==> src/cache_mem_pkg.sv <==
package cache_mem_pkg;

  // cpu side
  localparam int XLEN           = 32;
  localparam int PLEN           = 32;           // physical address

  // geometry, 2 ways x 16 sets x 16 byte lines
  localparam int WAYS           = 2;
  localparam int SETS           = 16;
  localparam int IDX_BITS       = 4;            // log2(SETS)
  localparam int BLK_BITS       = 128;          // one line
  localparam int BLK_BYTES      = BLK_BITS / 8;
  localparam int OFFS_BITS      = 4;            // byte in line
  localparam int WORD_OFFS_BITS = 2;            // word in line
  localparam int TAG_BITS       = PLEN - IDX_BITS - OFFS_BITS;

  //////////////////////////////////////////////////
  // address fields, msb first
  typedef struct packed {
    logic [TAG_BITS-1:0]                 tag;
    logic [IDX_BITS-1:0]                 idx;      // set
    logic [WORD_OFFS_BITS-1:0]           word;     // word in line
    logic [OFFS_BITS-WORD_OFFS_BITS-1:0] byte_sel; // byte in word
  } cache_addr_s;

  // same word seen flat or split into fields
  typedef union packed {
    logic [PLEN-1:0] flat;
    cache_addr_s     f;
  } cache_addr_u;

endpackage
==> src/data_array.sv <==
`timescale 1ns/1ps

module data_array (
  input  logic                                    clk_i,
  input  logic [cache_mem_pkg::IDX_BITS-1:0]      ram_idx_i,
  input  logic [cache_mem_pkg::WAYS-1:0]          dat_we_i,
  input  logic [cache_mem_pkg::BLK_BYTES-1:0]     dat_be_i,
  input  logic                                    dat_sel_wb_i,
  input  logic [cache_mem_pkg::BLK_BITS-1:0]      fill_line_i,
  input  logic [cache_mem_pkg::XLEN-1:0]          wb_data_i,
  input  logic [cache_mem_pkg::WAYS-1:0]          hit_way_i,
  input  logic                                    latch_rd_i,
  input  logic                                    latch_evict_i,
  input  logic [cache_mem_pkg::WAYS-1:0]          evict_way_q_i,
  output logic [cache_mem_pkg::BLK_BITS-1:0]      line_o,
  output logic [cache_mem_pkg::BLK_BITS-1:0]      evict_line_o
);

  logic [cache_mem_pkg::BLK_BITS-1:0]                          dat_in;
  logic [cache_mem_pkg::WAYS-1:0][cache_mem_pkg::BLK_BITS-1:0] dat_out;

  // and-or select of one line, sel is one-hot or zero
  function automatic logic [cache_mem_pkg::BLK_BITS-1:0] way_mux(
    input logic [cache_mem_pkg::WAYS-1:0][cache_mem_pkg::BLK_BITS-1:0] lines,
    input logic [cache_mem_pkg::WAYS-1:0]                              sel
  );
    logic [cache_mem_pkg::BLK_BITS-1:0] acc;
    acc = '0;
    for (int w = 0; w < cache_mem_pkg::WAYS; w++)
      acc |= lines[w] & {cache_mem_pkg::BLK_BITS{sel[w]}};
    return acc;
  endfunction

  // cpu word copied to every slot, byte enables pick the real one
  assign dat_in = dat_sel_wb_i ?
                  {(cache_mem_pkg::BLK_BITS/cache_mem_pkg::XLEN){wb_data_i}} : fill_line_i;

  //////////////////////////////////////////////////
  // one data ram per way, shared index
  for (genvar w = 0; w < cache_mem_pkg::WAYS; w++)
  begin : gen_way
    sp_ram #(
      .ABITS  ( cache_mem_pkg::IDX_BITS ),
      .DBITS  ( cache_mem_pkg::BLK_BITS )
    ) u_data_ram (
      .clk_i  ( clk_i       ),
      .addr_i ( ram_idx_i   ),
      .we_i   ( dat_we_i[w] ),
      .be_i   ( dat_be_i    ),
      .din_i  ( dat_in      ),
      .dout_o ( dat_out[w]  )
    );
  end

  // result registers hold until their next strobe
  always_ff @(posedge clk_i)
  begin
    if (latch_rd_i)
    begin
      line_o <= way_mux(dat_out, hit_way_i);  // zero on a miss
    end
    if (latch_evict_i)
    begin
      evict_line_o <= way_mux(dat_out, evict_way_q_i);
    end
  end

endmodule

==> src/sp_ram.sv <==
`timescale 1ns/1ps

module sp_ram #(
  parameter int ABITS = 4,
  parameter int DBITS = 32
) (
  input  logic                   clk_i,
  input  logic [ABITS-1:0]       addr_i,
  input  logic                   we_i,
  input  logic [(DBITS+7)/8-1:0] be_i,   // one bit per byte, last may be partial
  input  logic [DBITS-1:0]       din_i,
  output logic [DBITS-1:0]       dout_o
);

  logic [DBITS-1:0] mem_q [2**ABITS];

  // single port, read-first
  // write is masked per bit from the byte enables
  always_ff @(posedge clk_i)
  begin
    if (we_i)
    begin
      for (int n = 0; n < DBITS; n++)
      begin
        if (be_i[n/8])
        begin
          mem_q[addr_i][n] <= din_i[n];
        end
      end
    end
    dout_o <= mem_q[addr_i];  // old data on a write
  end

endmodule

==> config.mk <==
export PLATFORM = sky130hd
export DESIGN_NAME = data_array
export DESIGN_NICKNAME = d
export VERILOG_FILES = /design/src/cache_mem_pkg.sv /design/src/data_array.sv /design/src/sp_ram.sv
export SDC_FILE = /design/constraint.sdc
export NUM_CORES = 2
export LEC_CHECK = 0
export BUFFER_PORTS_ARGS = -buffer_cell sky130_fd_sc_hd__buf_4
export CORE_MARGIN = 1
export CORE_UTILIZATION = 45
export CTS_CLUSTER_SIZE = 25
export DETAILED_ROUTE_END_ITERATION = 12
export PLACE_DENSITY = 0.68
export SYNTH_ARGS = -nofsm -noshare
export SYNTH_HDL_FRONTEND = slang
export SYNTH_SLANG_ARGS = --single-unit
==> constraint.sdc <==
create_clock -name clk_i -period 4.13 [get_ports clk_i]
set_input_delay 0.826 -clock clk_i [delete_from_list [all_inputs] [get_ports clk_i]]
set_output_delay 0.826 -clock clk_i [all_outputs]
set_load 0.01 [all_outputs]
# --- After elaboration in Yosys (flattened, before gate mapping) ---
# Memory sizes are Yosys's and may differ from the RTL's. A register that Yosys moved wholly into a read port is not among the register bits.
# Cells that the tools add are included.
word_totals:
  regBits: 256
  latchBits: 0
  ram_bits: 4096
  rom_bits: 0
  output_inout_bits: 256
  memories: 2
mem_list:
  columns: ["memory", "depth", "width", "read_ports", "rd_clocked_by_memory_dff", "wr", "line", "source"]
  rows:
  - ["gen_way[0].u_data_ram.mem_q", 16, 128, 1, 1, 1, "sp_ram.sv:15", "logic [DBITS-1:0] mem_q [2**ABITS];"]
  - ["gen_way[1].u_data_ram.mem_q", 16, 128, 1, 1, 1, "sp_ram.sv:15", null]
classes:
  add_sub_neg: 0
  multipliers: 0
  div_mod_pow: 0
  order_cmp: 0
  n_eq_ne: 0
  n_shift: 0
  mux: 81
  n_bitwise: 6
  reduce_logical: 0
ops:
  columns: ["op", "count"]
  rows:
  - ["$and 128x128->128", 4]
  - ["$or 128x128->128", 2]
  - ["$mux 128", 1]
  - ["$mux 1", 80]

# --- Logic depth before layout (Yosys ltp) ---
depth:
  ltp_word: 3
  ltp_mapped: 8
  depth_no_buf: 3

# --- Hierarchy ---
# Synthesis repeated with hierarchy kept, for this count alone.
hier_totals:
  hier_cells: 7862
  area_unflattened_um2: 172176.4
modules_own_cells:
  columns: ["module", "instances", "cells_per_inst", "area_per_inst_um2"]
  rows:
  - ["sp_ram (gen_way[0].u_data_ram)", 1, 3576, 80189.4]
  - ["sp_ram (gen_way[1].u_data_ram)", 1, 3576, 80158.1]
  - ["data_array", 1, 710, 11828.8]

# --- Worst setup path after synthesis ---
# OpenSTA, ideal clock, no wires.
synth_timing:
  kind: "input port to flip-flop"
  from: "input dat_sel_wb_i"
  to: "memory gen_way[0].u_data_ram.mem_q[0][0] (netlist bit) (data pin)"
  setup_ps: 454
  arrival_time_ps: 2512
  required_time_ps: 3676
  path_slack_ps: 1164
  stages: 3
  n_path_buf: 2
  cell_sequence: "clkbuf_1 > clkbuf_1 > o21ai_0"
synth_between:
  elab_chain_len: 1
synth_lines:
  columns: ["element", "line", "source"]
  rows:
  - ["start, declared", "data_array.sv:8", "input logic dat_sel_wb_i,"]
  - ["$mux 128", "data_array.sv:35", "assign dat_in = dat_sel_wb_i ?"]
  - ["via dat_in (one bit)", "data_array.sv:19", "logic [cache_mem_pkg::BLK_BITS-1:0] dat_in;"]
  - ["end, declared", "sp_ram.sv:15", null]
# The timed path passes the listed nets, and every way through them passes these cells.

# --- Worst setup path after layout ---
layout_timing:
  from: "input dat_we_i[0] (netlist bit)"
  to: "memory gen_way[0].u_data_ram.mem_q[5][59] (netlist bit) (enable)"
layout_between:
  elab_chain_len: 2
layout_lines:
  columns: ["element", "line", "source"]
  rows:
  - ["start, declared", "data_array.sv:6", "input logic [cache_mem_pkg::WAYS-1:0] dat_we_i,"]
  - ["$mux 1", "sp_ram.sv:21", "if (we_i)"]
  - ["$mux 1 (implied by the code)", "sp_ram.sv:27", "mem_q[addr_i][n] <= din_i[n];"]
# No other way between the ends.

==> flow_metrics.py <==
metrics = {
    "run_status": {
        "status": "finished, final reports clean",
    },
    "floorplan": {
        "io_pins": 446,
        "design.core.area_um2": 379000,
        "initial_core_util_pct": 45.3,
        "die_h_um": 620,
        "fp-row-count": 226,
        "die-area_um2": 384000,
        "fp.dieW_um": 620,
    },
    "timing": {
        "setup_viol_count_final": 0,
        "finalSetupTns_ns": 0,
        "worst_clock_skew_ns": 0.0537,
        "hold_viol_final": 0,
        "layout_min_cycle_time_ns": 2.69,
        "tightest_slew_ns": 1.32,
        "rsz0062_at_grt": "false",
        "fmaxAchievable_ghz": 0.372,
        "fin_crit_sh_pct": 65.1,
        "maxSlewHeadroom_pct": 11.9,
        "setup_slack_ns": 1.44,
        "drv_slew": 0,
    },
    "worst_setup_path": {
        "crit_buf_inv": 2,
        "path_cells": "buf_4, buf_12, nand2_1, nor2_1",
        "cp-start-kind": "primary input",
        "crit_family": "simple AND/OR/NAND/NOR gates",
        "slowest_stage": "nor2_1",
        "slowest_delay_ns": 1.05,
        "end_kind": "flop",
        "path_class": "primary input to flop",
        "worst_ep_required_time_ns": 4.68,
        "crit_arrival_ns": 3.24,
        "path_max_fanout": 16,
    },
    "place": {
        "gp_congestion": 0.838,
        "place_area_um2": 183000,
        "hpwl_um": 285000,
        "port_buffers": 445,
        "place_ws_ns": 0.428,
    },
    "run": {
        "cap_violations": 0,
    },
    "global_routing": {
        "grt_util_all_layers_pct": 23.3,
        "gr-total-overflow": 0,
        "grt_pass1_wl_um": 637000,
        "grt_max_degree": 140,
        "grt_pass1_vias": 86300,
        "antenna_found_initial": 20,
    },
    "cts": {
        "tritoncts": "built",
        "cts_max_path_buffers": 4,
        "cts.hold.buffers_added": 0,
        "htreeDepth": 5,
        "numCtsBuffers": 437,
        "clock-sinks": 4608,
        "ctsResizeCount": 0,
        "post_cts_buffers": 0,
        "clkLatencyLatePin_ns": 0.99,
        "cts_root_buffer": "clkbuf_16",
        "clk_pin_slew_ns": 0.06,
    },
    "drt": {
        "drtIter0Drc": 10600,
        "wl_um": 452000,
        "antenna_left": 0,
        "vias": 84600,
        "drc": 0,
        "wire_per_inst_um": 32.0,
        "first_pass_iters": 6,
        "vias_per_cell": 5.98,
    },
    "logic_synthesis": {
        "syn-num-nets": 8203,
        "yosys_register_bits": 4608,
        "synth_area_leaders": "edfxtp_1, mux4_2, dfxtp_1, a22oi_1, a22o_1",
        "avgSynthCellArea_um2": 21.4,
        "synthesis.area_um2": 172000,
        "yosys_warnings": 0,
        "ys_types": 18,
        "yosys.area.top_type_share_pct": 76.1,
        "yosysTopAreaCell": "edfxtp_1",
        "synthCells": 8013,
        "seq_area_frac_synth_pct": 79.1,
    },
    "min_path": {
        "hold_path.class": "primary input to flop",
    },
    "cells_and_area": {
        "drive_above_1_share_pct": 28.7,
        "final_common_cell": "edfxtp_1",
        "fin_nets": 8922,
        "area_growth_pct": 15.1,
        "layout_common_cells": "edfxtp_1, mux4_2, buf_4",
        "postLayoutCellArea_um2": 197000,
    },
    "power": {
        "ir_drop_mv": 0.391,
        "power_w": 0.100,
        "powerDensity_nw_per_um2": 507,
        "p_leak_nw": 63.0,
    },
}
## path summary, 6_finish.rpt
kind / startpoint / slack (ns) / cells past startpoint / endpoint
min reg2reg: gen_way[1].u_data_ram.dout_o[113] / 0.54 / 1 / evict_line_o[113]
min: latch_rd_i / 0.20 / 1 / line_o[59]
max: dat_we_i[0] / 1.44 / 4 / gen_way[0].u_data_ram.mem_q[5][59]
max reg2reg: gen_way[1].u_data_ram.mem_q[3][4] / 2.27 / 3 / gen_way[1].u_data_ram.dout_o[4]
## report_power, final
group          switching (W)  internal [W]  total (W)  leakage, nW
Combinational        0.00390       0.00217    0.00607         15.5
Sequential          0.000607        0.0526     0.0532         40.4
Clock                 0.0173        0.0236     0.0409         7.17
## registers in the layout, indices dropped and copies added (netlist names)
signal	flops
line_o	128
evict_line_o	128
gen_way.u_data_ram.dout_o	256
gen_way.u_data_ram.mem_q	4096
## layout make-up
type	count	area (µm²)
Inverter	128	480
Timing Repair Buffer	782	6520
Clock buffer	597	12200
Multi-Input combinational cell	2775	33700
Fill cell	28600	182000
Sequential cell	4608	136000
Antenna cell	14	35.0
Clock inverter	223	2520
Tap cell	5016	6280
## through the flow
| step | instances | hold WS, ns | utilization [%] |
|---|---|---|---|
| 2_1_floorplan | 8013 | 0.516 | - |
| 3_3_place_gp | 13300 | 0.529 | 48.2 |
| 3_5_place_dp | 13300 | 0.530 | 48.2 |
| 4_1_cts | 14100 | 0.138 | 52.1 |
| 5_1_grt | 14100 | 0.169 | 52.1 |
| 6_report | 14100 | 0.201 | 52.1 |
## routing by layer
layer	global-route usage (%)	wire length [µm]
met4	12.3	27900
met1	30.3	167000
met5	0	50
met2	37.8	219000
met3	4.26	38200
## cells in the mapped netlist (all sizes together)
cell and number:
a22o 256, dfxtp 256, and2b 1, mux4 1024, nand3 4, edfxtp 4352, buf 197, nor2 514
nand2 332, o21ai 128, and2 1, inv 128, a22oi 512, nor2b 3, clkbuf 305
## kinds of logic (layout without fill, tap and decap cells)
family | after synthesis | after routing | share of synthesized area (%)
and+or+nand+nor | 855 | 855 | 1.88
buffers and inverters | 630 | 1730 | 1.64
other | 0 | 14 | 0
DFF | 4608 | 4608 | 79.1
muxes | 1024 | 1024 | 13.4
AOI/OAI and AO/OA | 896 | 896 | 3.92
Note: power is estimated with default switching activity, not from simulation.
