File: config.mk
export PLATFORM = sky130hd
export DESIGN_NAME = cache_mem_ctrl
export DESIGN_NICKNAME = d
export VERILOG_FILES = /design/src/cache_mem_pkg.sv /design/src/cache_mem_ctrl.sv
export SDC_FILE = /design/constraint.sdc
export NUM_CORES = 1
export LEC_CHECK = 0
export ABC_AREA = 1
export BUFFER_PORTS_ARGS = -buffer_cell sky130_fd_sc_hd__buf_2
export CAP_MARGIN = 20
export CORE_AREA = 5 5 73 75
export CTS_CLUSTER_DIAMETER = 80
export DETAILED_ROUTE_END_ITERATION = 12
export DIE_AREA = 0 0 78 80
export GPL_TIMING_DRIVEN = 0
export HOLD_SLACK_MARGIN = 0.1
export MAX_ROUTING_LAYER = met4
export PLACE_DENSITY = 0.9
export SLEW_MARGIN = 10
export SYNTH_ARGS = -nofsm -noshare
export SYNTH_HDL_FRONTEND = slang
export SYNTH_SLANG_ARGS = --single-unit
File: constraint.sdc
create_clock -name clk_i -period 1.8 [get_ports clk_i]
set_clock_uncertainty 0.05 [all_clocks]
set_input_delay 0.09 -clock clk_i [delete_from_list [all_inputs] [get_ports clk_i]]
set_output_delay 0.09 -clock clk_i [all_outputs]
set_load 0.05 [all_outputs]
File: src/cache_mem_pkg.sv
package cache_mem_pkg;

  // cpu side
  localparam int XLEN           = 32;
  localparam int PLEN           = 32;           // physical address

  // geometry, 2 ways x 16 sets x 16 byte lines
  localparam int WAYS           = 2;
  localparam int SETS           = 16;
  localparam int IDX_BITS       = 4;            // log2(SETS)
  localparam int BLK_BITS       = 128;          // one line
  localparam int BLK_BYTES      = BLK_BITS / 8;
  localparam int OFFS_BITS      = 4;            // byte in line
  localparam int WORD_OFFS_BITS = 2;            // word in line
  localparam int TAG_BITS       = PLEN - IDX_BITS - OFFS_BITS;

  //////////////////////////////////////////////////
  // address fields, msb first
  typedef struct packed {
    logic [TAG_BITS-1:0]                 tag;
    logic [IDX_BITS-1:0]                 idx;      // set
    logic [WORD_OFFS_BITS-1:0]           word;     // word in line
    logic [OFFS_BITS-WORD_OFFS_BITS-1:0] byte_sel; // byte in word
  } cache_addr_s;

  // same word seen flat or split into fields
  typedef union packed {
    logic [PLEN-1:0] flat;
    cache_addr_s     f;
  } cache_addr_u;

endpackage
File: src/cache_mem_ctrl.sv
`timescale 1ns/1ps

module cache_mem_ctrl (
  input  logic                                    clk_i,
  input  logic                                    rst_ni,
  input  logic                                    rd_req_i,
  input  logic [cache_mem_pkg::PLEN-1:0]          rd_adr_i,
  input  logic                                    fill_i,
  input  logic [cache_mem_pkg::PLEN-1:0]          fill_adr_i,
  input  logic [cache_mem_pkg::WAYS-1:0]          fill_way_i,
  input  logic                                    wb_we_i,
  input  logic [cache_mem_pkg::PLEN-1:0]          wb_adr_i,
  input  logic [cache_mem_pkg::WAYS-1:0]          wb_way_i,
  input  logic [cache_mem_pkg::XLEN/8-1:0]        wb_be_i,
  input  logic                                    evict_req_i,
  input  logic [cache_mem_pkg::IDX_BITS-1:0]      evict_idx_i,
  input  logic [cache_mem_pkg::WAYS-1:0]          evict_way_i,
  output logic [cache_mem_pkg::IDX_BITS-1:0]      ram_idx_o,
  output logic [cache_mem_pkg::WAYS-1:0]          tag_we_o,
  output logic [cache_mem_pkg::WAYS-1:0]          dat_we_o,
  output logic [cache_mem_pkg::BLK_BYTES-1:0]     dat_be_o,
  output logic                                    dat_sel_wb_o,
  output logic [cache_mem_pkg::TAG_BITS-1:0]      lookup_tag_o,
  output logic [cache_mem_pkg::TAG_BITS-1:0]      fill_tag_o,
  output logic                                    latch_rd_o,
  output logic                                    latch_evict_o,
  output logic [cache_mem_pkg::WAYS-1:0]          evict_way_q_o,
  output logic [cache_mem_pkg::IDX_BITS-1:0]      evict_idx_q_o
);

  cache_mem_pkg::cache_addr_u rd_a, fill_a, wb_a;
  logic                       evict_go, rd_go, wb_go;

  assign rd_a.flat   = rd_adr_i;
  assign fill_a.flat = fill_adr_i;
  assign wb_a.flat   = wb_adr_i;

  //////////////////////////////////////////////////
  // port priority: fill, evict, lookup, write buffer
  assign evict_go = evict_req_i & ~fill_i;
  assign rd_go    = rd_req_i & ~fill_i & ~evict_req_i;
  assign wb_go    = wb_we_i & ~rd_req_i & ~fill_i & ~evict_req_i;  // dropped under a read

  always_comb
  begin
    if (fill_i)           ram_idx_o = fill_a.f.idx;
    else if (evict_req_i) ram_idx_o = evict_idx_i;
    else if (rd_req_i)    ram_idx_o = rd_a.f.idx;
    else                  ram_idx_o = wb_a.f.idx;
  end

  assign tag_we_o     = fill_way_i & {cache_mem_pkg::WAYS{fill_i}};  // tags only change on fill
  assign dat_we_o     = tag_we_o | (wb_way_i & {cache_mem_pkg::WAYS{wb_go}});
  assign dat_sel_wb_o = wb_go;
  assign fill_tag_o   = fill_a.f.tag;

  // word byte enables placed at the word slot, full line on fill
  always_comb
  begin
    dat_be_o = '1;
    if (wb_go)
    begin
      for (int w = 0; w < 2**cache_mem_pkg::WORD_OFFS_BITS; w++)
      begin
        dat_be_o[w*(cache_mem_pkg::XLEN/8) +: cache_mem_pkg::XLEN/8] =
          (wb_a.f.word == w) ? wb_be_i : '0;
      end
    end
  end

  //////////////////////////////////////////////////
  // line up with the ram read data
  always_ff @(posedge clk_i)
  begin
    lookup_tag_o  <= rd_a.f.tag;
    evict_way_q_o <= evict_way_i;
    evict_idx_q_o <= evict_idx_i;
  end

  always_ff @(posedge clk_i or negedge rst_ni)
  begin
    if (!rst_ni)
    begin
      latch_rd_o    <= 1'b0;
      latch_evict_o <= 1'b0;
    end
    else
    begin
      latch_rd_o    <= rd_go;     // results at next edge
      latch_evict_o <= evict_go;
    end
  end

endmodule

# --- Word level (Yosys, flattened, before mapping) ---
# Cells that the tools add are included.
word_totals:
  regBits: 32
  input_bits: 116
  out_inout_bits: 81
  wordCells: 29
op_classes:
  n_eq_ne: 3
  muxes: 8
  bitwise_logic: 12
  n_reduce_logical: 1
op_table:
  columns: ["operator", "count"]
  rows:
  - ["$mux 4", 7]
  - ["$mux 16", 1]
  - ["$and 1x1->1", 6]
  - ["$and 2x2->2", 2]
  - ["$eq 2x2->1 const B", 2]
  - ["$not 1->1", 3]
  - ["$eq 2x1->1 const B", 1]
  - ["$logic_not 2->1", 1]
  - ["$or 2x2->2", 1]

# --- Depth between registers and ports, before layout ---
# Gate-level depths: netlist of the first run.
logic_depth:
  depth_word: 6
  ltp_mapped: 5
  mapped_depth_nobuf: 5

# --- Worst setup path after synthesis of the first run ---
# No wires, ideal clock.
synth_timing:
  path_type: "input to output"
  from: "input port wb_adr_i[3] (netlist bit)"
  to: "output port dat_be_o[4] (netlist bit)"
  arrival_time_ns: 1.295
  required_ns: 1.660
  setup_slack_ns: 0.365
  cell_stages: 3
  n_path_buf: 0
  cell_sequence: "inv_1 > nand2_1 > o21ai_0"
synth_via:
  elab_chain_cells: 3
synth_rtl:
  columns: ["element", "line_no", "rtl"]
  rows:
  - ["from (decl)", "cache_mem_ctrl.sv:12", "input logic [cache_mem_pkg::PLEN-1:0] wb_adr_i,"]
  - ["$eq 2x1->1", "cache_mem_ctrl.sv:66", "(wb_a.f.word == w) ? wb_be_i : '0;"]
  - ["$mux 4", "cache_mem_ctrl.sv:66", null]
  - ["$mux 16", "cache_mem_ctrl.sv:61", "if (wb_go)"]
  - ["to (decl)", "cache_mem_ctrl.sv:21", "output logic [cache_mem_pkg::BLK_BYTES-1:0] dat_be_o,"]
# Every way passes these cells.

# --- Worst setup path in the final report of the first run ---
layout_timing:
  from: "input port evict_idx_i[1] (netlist bit)"
  to: "output port ram_idx_o[1] (netlist bit)"
layout_via:
  elab_chain_cells: 2
layout_rtl:
  columns: ["element", "line_no", "rtl"]
  rows:
  - ["from (decl)", "cache_mem_ctrl.sv:16", "input logic [cache_mem_pkg::IDX_BITS-1:0] evict_idx_i,"]
  - ["$mux 4", "cache_mem_ctrl.sv:47", "else if (evict_req_i) ram_idx_o = evict_idx_i;"]
  - ["$mux 4", "cache_mem_ctrl.sv:46", "if (fill_i) ram_idx_o = fill_a.f.idx;"]
  - ["to (decl)", "cache_mem_ctrl.sv:18", "output logic [cache_mem_pkg::IDX_BITS-1:0] ram_idx_o,"]
# Every way passes these cells.

==> results.cfg, run 1 <==
[final_layout]
n_antenna_cell = 0
num-nets-final = 429
multiInputGateArea_um2 = 329.1
stdcell_area_um2 = 2440
syn_to_final_growth_pct = 96.18
layout-drive-gt1-share_pct = 58.60
final_core_util_pct = 53.06
seq_area_um2 = 650.6
num-fill-cells = 387

[power_and_ir_drop]
clockPowerShare_pct = 31.8
p_sw_share_pct = 34.21
internal-power_mw = 1.363
power.leakage_nw = 1.344
p_per_area_nw_per_um2 = 849.1
ir_worst_vdd_mv = 0.3901
pwr-share-seq_pct = 36.6
pwr-share-comb_pct = 31.6
power.switching_uw = 708.7

[die]
fp.dieH_um = 80
die_w_um = 78
dieArea_um2 = 6240
core_um2 = 4598
initial_utilization_pct = 27.05
placementRows = 25
io-pin-count = 197

[clock_network]
cts.clk_slew.worst_paths_ns = 0.06
cts_tree = built
htreeDepth = 2
cts_setup_buffers = 0
cts-root-buf = clkbuf_8
cts_max_path_buffers = 2
cts_made_buffers = 5
cts.sinks = 32

[route]
vias = 1603
drc_errors = 0
routed_via_density = 4.356
drt_pre_antenna_iters = 4
wl_per_cell_um = 15.91
drtIter0Drc = 57
finalWirelength_mm = 5.854
ant_nets = 0

[timing]
setup_viol = 0
post-route-period-util_pct = 82.99
rsz0062_at_grt = false
tns_ns = 0
worst_slack_ns = 0.3061
hold_viol = 0
fmax_mhz = 669.4
slew_viol_final = 0
worst_pin_slew_ns = 0.4869
timing.hold.ws_ns = 0.1525
max_slew_margin_pct = 67.54
period_needed_ns = 1.494

[placement]
portBuffers = 138
gp_congestion = 0.7547
place_area_um2 = 2002
dp.final_hpwl_mm = 4.191
pre_cts_ws_ns = 0.5220

[yosys]
netlist.area_leader.share_pct = 48.29
ys_top_cells_by_area = dfxtp_1 (48%), buf_4 (14%), nand2_1 (7.5%), inv_1 (4.5%), dfrtp_1 (4.0%)
synth_top_family_by_area = buffers and inverters
syn_area_um2 = 1244
yosysTopAreaCell = dfxtp_1
synth_commonest_cells = dfxtp_1 (30), nand2_1 (25), buf_4 (24)
synth_nets = 251
yosysMostFrequentCell = dfxtp_1
yosys_warnings = 0
synth-compound-area-share_pct = 7.948
synthCells = 135
ys_seq_area_share_pct = 52.31
synth_xor_xnor_area_share_pct = 0
ys_seq_elements = 32
synth_edf_count = 0
yosys.area_share.simple_pct = 18.51
synth-main-ff-cell = dfxtp_1
synth.avg_cell_area_um2 = 9.213
synthMuxAreaShare_pct = 0
async_reset_ff_share_pct = 6.250
ys_types = 20
synthAdderAreaFrac_pct = 0

[critical_path]
crit_top_cell = buf_2
path_buf_inv = 4
cpLargestDelayFamily = buffers and inverters
setup.worst_path.start_class = primary input
cp_slowest_cell = dlygate4sd3_1
critPathCaptureType = primary output
path_cells = dlygate4sd3_1, buf_2, inv_1, a21oi_1, nand3_1, nand2_1, buf_2
max_stage_delay_ns = 0.54
cp.required_ns = 1.66
crit_type = primary input to primary output
crit_arrival_ns = 1.35
cp_max_fo = 2

[outcome]
status = finished, final reports clean

[global_route]
grt_usage_pct = 18.04
antenna_found_initial = 0
grt_max_degree = 11
first_global_vias = 1786
overflow = 0
grt_pass1_wl_mm = 8.521

[min_path]
holdCritPathClass = primary input to flop

[run]
maxCapViolCount = 0
==> layout make-up <==
class	count	share of cell area, %
Inverter	16	2.462
Tap cell	54	2.769
Clock inverter	2	1.436
Clock buffer	6	2.974
Timing Repair Buffer	171	41.85
Buffer	26	8.359
Sequential cell	32	26.67
Multi-Input combinational cell	61	13.49
==> kinds of logic after synthesis <==
family / Yosys count
simple gates: 45
compound gates: 16
buf+inv: 42
flops: 32
==> path summary, 6_finish.rpt <==
path | slack [ns] | to | depth (start not counted) | startpoint
hold / removal | 0.15 | latch_evict_o | 3 | evict_req_i
min in group asynchronous | 0.61 | latch_rd_o | 3 | rst_ni
max in group asynchronous | 0.96 | latch_evict_o | 3 | rst_ni
setup / recovery | 0.31 | ram_idx_o[1] | 7 | evict_idx_i[1]
==> per-stage QoR <==
stage               total power [mW]  instances
floorplan                      1.193        135
global placement               1.357        327
detailed placement             1.363        327
CTS                            2.057        368
global route                   2.147        368
finish                         2.072        368
==> sequential cells by signal (all words and copies together) (netlist names) <==
signal and count:
latch_rd_o 1, evict_idx_q_o 4, lookup_tag_o 24, evict_way_q_o 2
latch_evict_o 1
==> power groups by stage <==
stage	clock network [mW]	logic, mW	registers (mW)
CTS	0.651	0.651	0.755
global route	0.702	0.683	0.762
global placement	0	0.588	0.769
finish	0.658	0.654	0.759
floorplan	0	0.287	0.906
detailed placement	0	0.593	0.770
==> what timing repair did <==
action,4_1_cts,5_1_grt
hold buffers,33,0
endpoints found under the hold margin,33,0
gates resized for setup,0,0
==> metal layers <==
layer	vias to the layer above	share of wire, %	global-route usage [%]
li1	745	-	-
met1	719	34	16.66
met2	129	54	35.98
met3	10	10	4.063
met4	0	2.0	6.081
met5	-	0	-
==> placed cells by master (no fill, tap or decap), types with 5 or more instances in the layout <==
cell type        n
inv_1           15
o21ai_2          5
buf_2          138
buf_4           24
o21ai_0          6
nand2_1         25
clkbuf_8         5
dlygate4sd3_1   33
dfxtp_1         30
Note: power is estimated with default switching activity, not from simulation.
==> inputs of run 2 (changes only) <==
Settings changed: ABC_AREA 1 to 0, CORE_AREA 5 5 73 75 to unset, CORE_MARGIN set to 5, CORE_UTILIZATION set to 27, DIE_AREA 0 0 78 80 to unset, PLACE_DENSITY 0.9 to 0.91.
Clock period 1.8 ns to 1.4 ns, I/O delays scaled along.
==> run 2 against run 1 <==
  * Via count shrank 12%
  * Combinational power up 29%
  * Clock power increased by 30%
  * Final area rose by 2.6%
  * Sequential cell count did not move
  * Worst hold slack gained 0.060 ns
  * Setup slack got worse by 0.28 ns
  * Total power rose by 29%
  * Clock-buffer cell count is 1 lower
  * Critical path depth down 2
  * Die area decreased by 6.7%
==> results.cfg, run 2 <==
[final_layout]
final_cell_mix = buf_2 (122), dlygate4sd3_1 (34), buf_4 (31), dfxtp_1 (30), a21o_1 (10)
layout-drive-gt1-share_pct = 65.73
largest-register = lookup_tag_o
instances_no_fill = 338
reg.largest.list = lookup_tag_o x24, evict_idx_q_o x4, evict_way_q_o x2
final_core_util_pct = 57.90
syn_to_final_growth_pct = 110.9
stdcell_area_um2 = 2504
num-nets-final = 401
largest_reg_flops = 24
seq_area_um2 = 650.6
num-fill-cells = 385
n_antenna_cell = 0
final_common_cell = buf_2
multiInputGateArea_um2 = 372.9

[clock_network]
cts_tree = built
cts-root-buf = clkbuf_8
cts.sinks = 32
cts.clk_slew.worst_paths_ns = 0.07
cts_setup_buffers = 0
htreeDepth = 2
cts_max_path_buffers = 2
cts_made_buffers = 5

[route]
routed_via_density = 4.175
wl_per_cell_um = 14.57
finalWirelength_mm = 4.924
drt_pre_antenna_iters = 4
vias = 1411
ant_nets = 0
drc_errors = 0
drtIter0Drc = 30

[yosys]
syn_area_um2 = 1187
yosys_warnings = 0
netlist.area_leader.share_pct = 50.58
synth-main-ff-cell = dfxtp_1
yosysMostFrequentCell = dfxtp_1
ys_types = 20
async_reset_ff_share_pct = 6.250
synth.avg_cell_area_um2 = 11.10
synth_nets = 223
synth_commonest_cells = dfxtp_1 (30), buf_4 (24), a21o_1 (12)
yosysTopAreaCell = dfxtp_1
ys_seq_elements = 32
ys_seq_area_share_pct = 54.79
ys_top_cells_by_area = dfxtp_1 (51%), buf_4 (15%), a21o_1 (7.6%), dfrtp_1 (4.2%), mux2i_1 (3.4%)
synthCells = 107
synth_edf_count = 0

[timing]
setup_viol = 0
max_slew_margin_pct = 64.59
timing.hold.ws_ns = 0.2125
fmax_mhz = 725.8
slew_viol_final = 0
hold_viol = 0
period_needed_ns = 1.378
post-route-period-util_pct = 98.41
worst_pin_slew_ns = 0.5292

[global_route]
grt_pass1_wl_mm = 7.555
antenna_found_initial = 0
grt_max_degree = 12
overflow = 0
grt_usage_pct = 16.66
first_global_vias = 1546

[critical_path]
path_buf_inv = 3
cp.required_ns = 1.28
path_cells = buf_2, or4b_4, buf_6, a21o_1, buf_4
cp_slowest_cell = or4b_4
crit_arrival_ns = 1.26
crit_type = primary input to primary output
critPathCaptureType = primary output
cp_max_fo = 10
max_stage_delay_ns = 0.58
setup.worst_path.start_class = primary input
cpLargestDelayFamily = simple AND/OR/NAND/NOR gates

[power_and_ir_drop]
power.leakage_nw = 1.307
ir_worst_vdd_mv = 0.7947
p_per_area_nw_per_um2 = 1068
power.total_mw = 2.674

[placement]
portBuffers = 137
dp.final_hpwl_mm = 3.667
place_area_um2 = 1981
place_inst = 296
gp_congestion = 0.8115

[run]
maxCapViolCount = 0

[outcome]
status = finished, final reports clean

[die]
fp.dieH_um = 76.32
die_w_um = 76.32
initial_utilization_pct = 27.46
io-pin-count = 197
placementRows = 24
core_um2 = 4324
dieArea_um2 = 5824

[min_path]
holdCritPathClass = primary input to flop
run 2: cell types whose count changed after synthesis, sizes merged, moves of 6 or more:
cell,before,now
inv,16,2
nand2,30,4
a21o,0,14
nor2b,0,6
o21ai,12,0
run 2: final cells by class:
type / instances / area share [%]
buffer: 27 / 8.296
clock buffer: 5 / 2.749
clock inverter: 3 / 1.699
inverter: 2 / 0.3998
multi-input combinational: 46 / 14.89
sequential: 32 / 25.99
tap: 52 / 2.599
timing repair buffer: 171 / 43.38
run 2: cell families (layout without fill, tap and decap cells):
kind of cell	after synthesis	count (layout)	share of synthesized area (%)
buffers and inverters	29	208	18.02
AO/OA/AOI/OAI	18	18	11.70
flip-flops	32	32	54.80
AND/OR/NAND/NOR	24	24	12.12
multiplexers	4	4	3.372
run 2: final timing paths:
kind	start	end	cells past startpoint
max in group asynchronous	rst_ni	latch_evict_o	3
min in group asynchronous	rst_ni	latch_rd_o	3
min	fill_i	latch_evict_o	3
max	fill_i	dat_be_o[3]	5
run 2: timing repair:
action | 4_1_cts | 5_1_grt
pin swaps | 1 | 0
endpoints found under the hold margin | 34 | 0
cloned | 0 | 0
endpoints found under the setup margin | 12 | 14
hold buffers | 34 | 0
resized for setup | 5 | 28
run 2: power by group:
part / internal [mW] / switching (mW)
clock network: 0.526 / 0.332
registers: 0.960 / 0.0117
logic: 0.291 / 0.554
total: 1.78 / 0.898
run 2: per-layer routing:
| layer | wire length [um] | vias to the layer above | GRT usage [%] | part of all wire, % |
|---|---|---|---|---|
| li1 | - | 687 | - | - |
| met1 | 1523 | 640 | 15.12 | 31 |
| met2 | 2878 | 78 | 32.62 | 58 |
| met3 | 439 | 6 | 5.319 | 8.9 |
| met4 | 83 | 0 | 4.545 | 1.7 |
| met5 | 0 | - | - | 0 |
run 2: metrics by stage:
stage	TNS (ns)	setup slack, ns
2_1_floorplan	-0.2851	-0.2851
3_3_place_gp	-0.5640	-0.05746
3_5_place_dp	-0.6184	-0.05721
4_1_cts	0	0.007281
5_1_grt	-0.03718	-0.01306
6_report	0	0.02229
==> inputs of run 3 (changes only) <==
Settings changed: SETUP_SLACK_MARGIN set to 0.1.
==> run 3 against run 2 <==
  * Combinational power grew 2.8%
  * Largest power group unchanged
  * Total power up 1.1%
  * Cell count rose by 0.30%
  * Clock power is 0.5% higher
  * Fmax is 0.15% lower
==> results.cfg, run 3 (synthesis results as in run 2) <==
[outcome]
status = finished, final reports clean

[timing]
rsz0062_at_grt = true
max_slew_margin_pct = 66.11
worst_pin_slew_ns = 0.5065
fmax_mhz = 724.8
worst_slack_ns = 0.02023
hold_viol = 0
slew_viol_final = 0
tns_ns = 0
period_needed_ns = 1.380
setup_viol = 0
post-route-period-util_pct = 98.56

[global_route]
first_global_vias = 1573
met2_usage_pct = 33.13
gr-usage-met1_pct = 16.00
overflow = 0
top_usage_layer = met2
grt_pass1_wl_mm = 7.831
antenna_found_initial = 0
gr-usage-met3_pct = 5.674
grt_usage_pct = 17.47
grt_max_degree = 12

[critical_path]
critPathCaptureType = primary output
setup.worst_path.start_class = primary input
cp_max_fo = 5
cp_slowest_cell = or4b_4
startpoint = fill_i
cpLargestDelayFamily = simple AND/OR/NAND/NOR gates
path_buf_inv = 3
max_stage_delay_ns = 0.58
path_cells = buf_6, or4b_4, buf_6, a21o_2, buf_6
crit_type = primary input to primary output
cp.required_ns = 1.28
crit_arrival_ns = 1.26
crit_top_cell = buf_6

[route]
drt_pre_antenna_iters = 4
ant_nets = 0
routed_via_density = 4.310
drc_errors = 0
finalWirelength_mm = 5.197
drtIter0Drc = 19
wl_per_cell_um = 15.33
vias = 1461

[die]
placementRows = 24
fp.dieH_um = 76.32
die_w_um = 76.32
initial_utilization_pct = 27.46
dieArea_um2 = 5824
core_um2 = 4324
io-pin-count = 197

[final_layout]
syn_to_final_growth_pct = 119.1
reg.largest.list = lookup_tag_o x24, evict_idx_q_o x4, evict_way_q_o x2
largest_reg_flops = 24
num-nets-final = 402
final_common_cell = buf_2
final_cell_mix = buf_2 (120), dlygate4sd3_1 (33), dfxtp_1 (30), buf_4 (29), buf_6 (9)
n_antenna_cell = 0
largest-register = lookup_tag_o
layout-drive-gt1-share_pct = 68.99

[placement]
portBuffers = 137
gp_congestion = 0.7227
dp.final_hpwl_mm = 3.544
pre_cts_ws_ns = -0.08000

[power_and_ir_drop]
ir_worst_vdd_mv = 0.7513
power.total_mw = 2.703
power.leakage_nw = 1.344
p_per_area_nw_per_um2 = 1039

[clock_network]
cts.sinks = 32
cts_max_path_buffers = 2
cts_made_buffers = 5
htreeDepth = 2
cts_tree = built
cts.clk_slew.worst_paths_ns = 0.07
cts-root-buf = clkbuf_8

[min_path]
holdCritPathClass = primary input to flop
worstHoldStart = rd_req_i

[run]
maxCapViolCount = 0
-- run 3: changes by cell type in the layout (fill, tap and decap cells not counted), moves of 5 or more --
cell and change:
buf_8 +5, a21o_2 +5, a21o_4 +5, a21o_1 -10
-- run 3: tightest hold or removal path, delay by kind of cell --
kind | cells | cell delay (ns)
AND/OR/NAND/NOR | 1 | 0.15
buffers and inverters | 2 | 0.22
-- run 3: layer usage --
metal,part of all wire (%),wire (um)
met1,32,1652
met2,57,2967
met4,1.9,100
met3,9.2,477
met5,0,0
-- run 3: metrics by stage --
step	cell area [um^2]	std cells	utilization, %	hold slack, ns
3_5_place_dp	1993	296	46.09	-0.1948
3_3_place_gp	1993	296	46.09	-0.1953
6_report	2601	339	60.16	0.1465
5_1_grt	2601	339	60.16	0.1507
4_1_cts	2592	339	59.95	0.1329
2_1_floorplan	1242	107	-	-0.2756
-- run 3: path summary, 6_finish.rpt --
path	end	cells after the start
setup / recovery	dat_be_o[7]	5
hold / removal	latch_rd_o	3
max in group asynchronous	latch_evict_o	3
min in group asynchronous	latch_rd_o	3
-- run 3: power by group --
group	leakage [nW]	internal (mW)	total, mW	switching, mW
Sequential	0.279	0.960	0.972	0.0123
Combinational	1.01	0.304	0.869	0.565
Clock	0.0541	0.526	0.862	0.336
-- run 3: final cells by class --
cell class | count | area (um^2)
clock buffers | 5 | 68.82
well taps | 52 | 65.06
repair buffers | 172 | 1141
inverters | 2 | 10.01
fillers | 352 | 1723
clock inverters | 3 | 42.54
plain buffers | 27 | 216.5
flip-flops and latches | 32 | 650.6
multi-input cells | 46 | 406.6
-- run 3: repair_timing --
item                                    CTS  global route
hold buffers                             33             0
endpoints found under the setup margin   20            18
resized for setup                        39             7
setup buffers                             1             0
pin swaps                                 1             0
cloned                                    1             0
hold endpoints to repair                 33             0
